**config.mk**
```make
export PLATFORM = sky130hd
export DESIGN_NAME = chip_port_fsm
export DESIGN_NICKNAME = d
export VERILOG_FILES = /design/src/bridge_pkg.sv /design/src/chip_port_fsm.sv
export SDC_FILE = /design/constraint.sdc
export NUM_CORES = 1
export LEC_CHECK = 0
export BUFFER_PORTS_ARGS = -buffer_cell sky130_fd_sc_hd__buf_2
export CAP_MARGIN = 20
export CORE_MARGIN = 2
export CORE_UTILIZATION = 45
export CTS_CLUSTER_DIAMETER = 30
export CTS_CLUSTER_SIZE = 40
export DETAILED_ROUTE_END_ITERATION = 6
export PLACE_DENSITY = 0.9
export SLEW_MARGIN = 20
export SYNTH_ARGS = -nofsm -noshare
export SYNTH_HDL_FRONTEND = slang
export SYNTH_SLANG_ARGS = --single-unit
```
**constraint.sdc**
```tcl
create_clock -name clk -period 5.37 [get_ports clk]
set_clock_uncertainty 0.15 [all_clocks]
set_input_delay 0 -clock clk [delete_from_list [all_inputs] [get_ports clk]]
set_output_delay 0 -clock clk [all_outputs]
set_load 0.02 [all_outputs]
```
**src/bridge_pkg.sv**
```systemverilog
/* chip to memory bridge
   shared widths and types */

`default_nettype none

package bridge_pkg;

    // ==============================
    // widths
    // ==============================

    // chip data port and bus data
    localparam int DATA_W = 64;
    // word address field of a command word
    localparam int ADDR_W = 32;
    // memory depth in word address bits
    localparam int MEM_AW = 10;
    // 8 bytes per word on the bus
    localparam int BYTE_SHIFT = 3;

    // ==============================
    // types
    // ==============================

    typedef logic [DATA_W-1:0] data_word_t;
    typedef logic [ADDR_W-1:0] word_addr_t;
    typedef logic [31:0]       bus_addr_t;
    typedef logic [1:0]        htrans_t;

    // transfer type codes as on AHB
    localparam htrans_t HTRANS_IDLE   = 2'b00;
    localparam htrans_t HTRANS_NONSEQ = 2'b10;
    localparam htrans_t HTRANS_SEQ    = 2'b11;

    // bridge FSM
    typedef enum logic [1:0] {
        ST_IDLE,
        ST_CMD,
        ST_TO_CHIP,
        ST_TO_MEM
    } port_state_e;

    // command word layout
    // dir bit set means chip writes to memory
    localparam int CMD_DIR_BIT  = 0;
    localparam int CMD_ADDR_LSB = 1;

endpackage

`default_nettype wire

```
**src/chip_port_fsm.sv**
```systemverilog
/* chip port FSM
   command decode and bus request generation */

`timescale 1ns/1ps
`default_nettype none

module chip_port_fsm (
    input  logic                   clk,
    input  logic                   rst_n,
    // chip side
    input  logic                   i_cmd_vld,
    input  logic                   i_dat_oe,
    input  logic                   i_dat_vld,
    input  logic                   i_dat_rdy,
    input  bridge_pkg::data_word_t i_dat,
    output bridge_pkg::data_word_t o_dat,
    output logic                   o_dat_vld,
    output logic                   o_dat_rdy,
    output logic                   o_busy,
    // bus master side
    output bridge_pkg::bus_addr_t  o_haddr,
    output bridge_pkg::htrans_t    o_htrans,
    output logic                   o_hwrite,
    output bridge_pkg::data_word_t o_hwdata,
    input  logic                   i_hready,
    input  logic                   i_hresp,
    input  bridge_pkg::data_word_t i_hrdata
);

    import bridge_pkg::*;

    port_state_e state_q;
    port_state_e state_d;

    // word address of the next bus transfer
    word_addr_t addr_q;
    // next transfer is the first after a command
    logic       first_q;
    // read data phase outstanding
    logic       rd_pend_q;

    // chip output register
    data_word_t out_dat_q;
    logic       out_vld_q;

    // write data for the data phase
    data_word_t hwdata_q;

    logic cmd_acc;
    logic wr_req;
    logic wr_acc;
    logic rd_issue;
    logic rd_done;
    logic rd_load;
    logic out_take;
    logic bus_req;
    logic ap_take;

    // ==============================
    // handshakes
    // ==============================

    // command word comes from the chip
    assign cmd_acc  = (state_q == ST_CMD) && i_dat_oe && i_dat_vld;

    // word leaves the output register
    assign out_take = out_vld_q && i_dat_rdy && !i_dat_oe;

    // write request straight from the chip word
    // held off while the slave flags an error
    assign wr_req = (state_q == ST_TO_MEM) && i_dat_oe && i_dat_vld && !i_hresp;
    assign wr_acc = wr_req && i_hready;

    // one read at a time
    // only when the output register has room
    assign rd_issue = (state_q == ST_TO_CHIP) && !i_cmd_vld && !rd_pend_q && !i_hresp
                      && (!out_vld_q || out_take);

    // data phase of the outstanding read ends
    assign rd_done = rd_pend_q && i_hready;
    // stale read after close is dropped here
    assign rd_load = rd_done && (state_q == ST_TO_CHIP) && !i_cmd_vld;

    assign o_dat_rdy = (state_q == ST_CMD)
                       || ((state_q == ST_TO_MEM) && i_hready && !i_hresp);
    assign o_dat_vld = out_vld_q;
    assign o_dat     = out_dat_q;
    assign o_busy    = (state_q != ST_IDLE);

    // ==============================
    // bus address phase
    // ==============================

    assign bus_req  = wr_req || rd_issue;
    assign ap_take  = bus_req && i_hready;

    assign o_htrans = !bus_req ? HTRANS_IDLE : (first_q ? HTRANS_NONSEQ : HTRANS_SEQ);
    assign o_hwrite = (state_q == ST_TO_MEM);
    // word to byte address
    assign o_haddr  = addr_q << BYTE_SHIFT;
    assign o_hwdata = hwdata_q;

    // ==============================
    // FSM
    // ==============================

    always_comb begin
        state_d = state_q;
        case (state_q)
            ST_IDLE: begin
                if (i_cmd_vld) begin
                    state_d = ST_CMD;
                end
            end
            ST_CMD: begin
                // strobe before any command word aborts
                if (i_cmd_vld) begin
                    state_d = ST_IDLE;
                end else if (cmd_acc) begin
                    state_d = i_dat[CMD_DIR_BIT] ? ST_TO_MEM : ST_TO_CHIP;
                end
            end
            ST_TO_CHIP, ST_TO_MEM: begin
                // closing strobe
                if (i_cmd_vld) begin
                    state_d = ST_IDLE;
                end
            end
            default: begin
                state_d = ST_IDLE;
            end
        endcase
    end

    always_ff @(posedge clk or negedge rst_n) begin
        if (!rst_n) begin
            state_q   <= ST_IDLE;
            addr_q    <= '0;
            first_q   <= 1'b0;
            rd_pend_q <= 1'b0;
            out_vld_q <= 1'b0;
        end else begin
            state_q <= state_d;

            // address counter
            if (cmd_acc) begin
                addr_q <= i_dat[CMD_ADDR_LSB +: ADDR_W];
            end else if (ap_take) begin
                addr_q <= addr_q + 1'b1;
            end

            // NONSEQ once per command
            if (cmd_acc) begin
                first_q <= 1'b1;
            end else if (ap_take) begin
                first_q <= 1'b0;
            end

            // read tracking survives close until its data phase ends
            if (ap_take && !o_hwrite) begin
                rd_pend_q <= 1'b1;
            end else if (rd_done) begin
                rd_pend_q <= 1'b0;
            end

            // output valid
            if ((state_q != ST_TO_CHIP) || i_cmd_vld) begin
                out_vld_q <= 1'b0;
            end else if (rd_load) begin
                out_vld_q <= 1'b1;
            end else if (out_take) begin
                out_vld_q <= 1'b0;
            end
        end
    end

    // payload registers
    always_ff @(posedge clk) begin
        if (rd_load) begin
            out_dat_q <= i_hrdata;
        end
        // captured with the address phase
        if (wr_acc) begin
            hwdata_q <= i_dat;
        end
    end

endmodule

`default_nettype wire

```
Yosys cells after proc, flatten, opt, wreduce, memory -nomap -nowiden. Cells that the tools add are included.

Equal/unequal tests: 7. Reductions and logical operators: 36. Add/subtract/negate cells: 1. Multiplexer cells: 17.

Operator list (count): 32-bit 2-to-1 mux (2); 32-bit by 1-bit adder with 32-bit output (second input constant) (1); 1-bit logical AND (19); 2-bit 2-to-1 mux (5); 1-bit 2-to-1 mux (9); 1-bit zero test (6); 2-bit inequality test (second input constant) (3); 2-bit case mux with 3 select lines (1); 2-bit nonzero test (3); 2-bit equality test (second input constant) (2); 1-bit logical OR (4); 3-bit inequality test (second input constant) (1); 3-bit AND reduction (1); 3-bit nonzero test (1); 2-bit by 1-bit equality test with 1-bit output (second input constant) (1); 2-bit zero test (1); 2-bit OR reduction (1).

Output and inout port bits: 166. Register bits: 165. Bits of input ports: 136.

Logic depth before layout (Yosys ltp).
Depth in word-level cells: 9. Gate-level depth with buffers: 7.

Worst setup path after synthesis. No wires, ideal clock.

Kind: register -> register. Start point: register state_q[1]. End point: register hwdata_q[0], in the netlist o_hwdata[0] (enable). Path slack: 731 ps. Data arrival time: 4002 ps. Stages on the path, launching flop included: 6. Cells stage by stage: dfrtp_1 > and2_1 > nand3_1 > buf_1 > clkbuf_1 > nor2_1.

Word-level cells in the longest chain between the ends: 5.

Ends and longest elaborated chain: start, declared (line chip_port_fsm.sv:32) `port_state_e state_q;`; start signal, assigned (line chip_port_fsm.sv:143) `state_q <= state_d;`; 2-bit equality test; net o_hwrite (line chip_port_fsm.sv:23) `output logic o_hwrite,`; 1-bit logical AND (3 in a row) (line chip_port_fsm.sv:71) `assign wr_req = (state_q == ST_TO_MEM) && i_dat_oe && i_dat_vld && !i_hresp;`; 1-bit logical AND (line chip_port_fsm.sv:72) `assign wr_acc = wr_req && i_hready;`; net wr_acc (line chip_port_fsm.sv:51) `logic wr_acc;`; end signal, assigned (line chip_port_fsm.sv:184) `hwdata_q <= i_dat;`; end, declared (line chip_port_fsm.sv:47) `data_word_t hwdata_q;`.

The timed path passes the listed nets, and every way through them passes these cells. A chain may end at the register's enable or synchronous reset.

Worst setup path in the final report.
Start point: register state_q[0]. End point: register addr_q[24].

Word-level cells in the longest chain between the ends: 8. Elaborated cells on any way between the ends: 16. Those cells by class: eq/ne (3); mux (1); reduce/logical (12).

Ends and longest elaborated chain: 2-bit equality test (line chip_port_fsm.sv:76) `assign rd_issue = (state_q == ST_TO_CHIP) && !i_cmd_vld && !rd_pend_q && !i_hresp`; 1-bit logical AND (3 in a row) (line chip_port_fsm.sv:76); 1-bit logical AND (line chip_port_fsm.sv:77) `&& (!out_vld_q || out_take);`; 1-bit logical OR (line chip_port_fsm.sv:94) `assign bus_req = wr_req || rd_issue;`; 1-bit logical AND (line chip_port_fsm.sv:95) `assign ap_take = bus_req && i_hready;`; 2-bit nonzero test (no line); end signal, assigned (line chip_port_fsm.sv:147) `addr_q <= i_dat[CMD_ADDR_LSB +: ADDR_W];`; end signal, assigned (line chip_port_fsm.sv:149) `addr_q <= addr_q + 1'b1;`; end, declared (line chip_port_fsm.sv:36) `word_addr_t addr_q;`.

Several ways; a longest one is shown, not always the timed one.

==> run metrics <==
H-tree depth 4; max cap viols 0; RePlAce Congestion 0.800; Num CTS Buffers 17; Vias/cell 5.07; Post-CTS Setup Repair Bufs 0; drt drc 0; wl on met1 6750 um; pin count of the biggest net entering global routing 65; end of the worst register-to-register path addr_q[24]$_DFFE_PN0P_; Worst-Margin Slew 0.903 ns; Area contributors post-synth edfxtp_1 (65%), dfrtp_1 (14%), xnor2_1 (2.2%), o21ai_0 (2.2%), nand2_1 (1.5%); ys flop type edfxtp_1; NetSw 0.870 mW; Clock Latency Late Sink 0.41 ns; PortBufs 298; switch share 0.266; total track usage 0.265; worst reg-to-reg path cell count 5; Reg power frac 0.473; Post-Place Cells 827; CTS clk-pin slew, worst paths 0.06 ns; worst hold endpoint addr_q[8]$_DFFE_PN0P_; Gate power share 0.156; initial core utilization 0.465; # setup viols final 0; Final min period 2.94 ns; share of cells above drive strength 1 0.413; row count 41; hold slack 0.0646 ns; worst path required time 5.55 ns; Pwr Density 342 nW/um^2; #FFs+latches synth 162; Rel. slew slack 0.396; DR pass1 iterations 5; Nets 945; area grow syn2layout 60.7%; outcome finished clean; Hold Crit Class input pin to flip-flop; flop-to-flop setup slack 2.43 ns; FF-to-FF Start state_q[0]$_DFFE_PN0P_; Hold Crit Start i_dat_vld; initial antenna violation count 0; pre-CTS setup slack 1.99 ns; Hold Path Cell Cnt 5; Num Clock Sinks 162; Max Used Layer met4; internal power 2.40 mW; cts repair resizes 0; Initial DRC Count 477; Final Non-Filler Cells 993; I/O pin total 302; Post-DP HPWL 11800 um; wire length per cell 18.9 um; synthesized instance count 370; Peak Freq 341 MHz; Post-synth EDFFs 128; syn avg cell area 16.1 um^2; core area 12800 um^2; top-count cell post-synth edfxtp_1; ant diodes 0; Peak VDD IR 0.239 mV; Post-synth top cells edfxtp_1 (128), dfrtp_1 (34), o21ai_0 (26); first-pass GRT wire length 28300 um; TNS Setup 0 ns; TritonCTS clock tree yes; cts hold-fix bufs 133; Final ANT Viol Nets 0; WL met2 9920 um; dominant cell type by area after synthesis edfxtp_1; met3 routed wirelength 1420 um; Synth top area share 0.647; Setup crit start kind flip-flop; Die Ht 119 um; clock buffer depth 2; final hold violation count 0; Pleak 3.88 nW; Netlist Area Pre-Place 5940 um^2; Chip Width 119 um; Synth cell types 41; DIE AREA 14100 um^2; Final Slew Violations 0; final core utilization 0.748; Root Buffer clkbuf_16; post-synthesis sequential area ratio 0.790; fin crit share 0.547; GR Overflow Total 0; Max FO, Critical Path 20; min setup slack post-route 2.43 ns; warnings from Yosys 0; ys async rst share 0.210; RSZ-0062 raised after global routing no; WL final 18700 um; clock power share 0.371; # fillers 785; worst path arrival time 3.11 ns; Crit Path Class flip-flop to flip-flop; CP Capture Type flip-flop; Via Count 5037; vias in the first global route 5205
metrics by stage:
stage | total power, mW | area [um^2]
final | 3.27 | 9550
after global routing | 3.39 | 9550
after CTS | 3.27 | 9530
after detailed placement | 1.99 | 7600
after global placement | 1.97 | 7600
after floorplan | 1.79 | 5950
critical path: stages (launching register included):
cell and delay [ns]:
dfrtp_1 0.42, or3b_1 0.45, a211o_1 0.57, a2111oi_4 0.57, or4b_1 0.50, a31oi_1 0.19
layout by cell type (no fill, tap or decap), types with 3 or more instances in the layout:
cell type,count
clkinv_4,3
clkinvlp_4,3
or3b_1,3
nand4b_1,4
a31oi_1,13
a2111oi_0,6
clkbuf_16,17
buf_2,298
bufinv_16,3
nand2_1,24
a211oi_1,6
and3_1,4
buf_4,3
dfrtp_1,34
o21ai_0,26
and2_1,5
nand4_1,3
nor2_1,21
inv_1,9
a21oi_1,6
conb_1,3
edfxtp_1,128
nand3_1,12
and4_1,4
dlygate4sd3_1,133
or3_1,5
xnor2_1,15
worst max-delay path by stage:
stage,endpoint,start
2_1_floorplan,o_hwdata[0]$_DFFE_PP_,state_q[1]$_DFFE_PN0P_
3_3_place_gp,o_hwdata[61]$_DFFE_PP_,state_q[1]$_DFFE_PN0P_
3_5_place_dp,o_hwdata[42]$_DFFE_PP_,state_q[1]$_DFFE_PN0P_
4_1_cts,o_hwdata[21]$_DFFE_PP_,state_q[1]$_DFFE_PN0P_
5_1_grt,addr_q[24]$_DFFE_PN0P_,state_q[0]$_DFFE_PN0P_
6_report,addr_q[24]$_DFFE_PN0P_,state_q[0]$_DFFE_PN0P_
area by class of cell:
class	count	area, um^2	share of cell area
clock buffers	19	433	0.0453
clock inverters	13	161	0.0169
inverters	9	33.8	0.00354
multi-input cells	183	1150	0.120
flip-flops and latches	162	4690	0.492
well taps	172	215	0.0225
repair buffers	435	2870	0.300
kinds of logic (layout without fill, tap and decap cells):
kind of cell,after synthesis,count (layout),share of synthesized area
flip-flops,162,162,0.790
AND/OR/NAND/NOR,95,95,0.0838
AO/OA/AOI/OAI,68,68,0.0789
buffers and inverters,27,476,0.0210
XOR/XNOR,15,15,0.0221
adder cells (fa/ha/maj),1,1,0.00210
other,1,3,0.000631
multiplexers,1,1,0.00168
per-layer routing:
metal / vias to the layer above / track usage
li1: 2280 / -
met2: 273 / 0.473
met1: 2443 / 0.295
met4: 0 / 0.122
met5: - / 0
met3: 41 / 0.0694
flip-flops by register name, indices dropped and copies added (netlist names):
name	cells
addr_q	29
o_hwdata	64
state_q	2
rd_pend_q	1
o_dat_vld	1
first_q	1
o_dat	64
power groups by stage:
stage	combinational, mW	sequential [mW]	clock [mW]
6_report	0.509	1.55	1.21
5_1_grt	0.551	1.56	1.28
4_1_cts	0.504	1.54	1.23
3_5_place_dp	0.426	1.56	0
3_3_place_gp	0.414	1.56	0
2_1_floorplan	0.155	1.63	0
(Power assumes the default switching activity.)
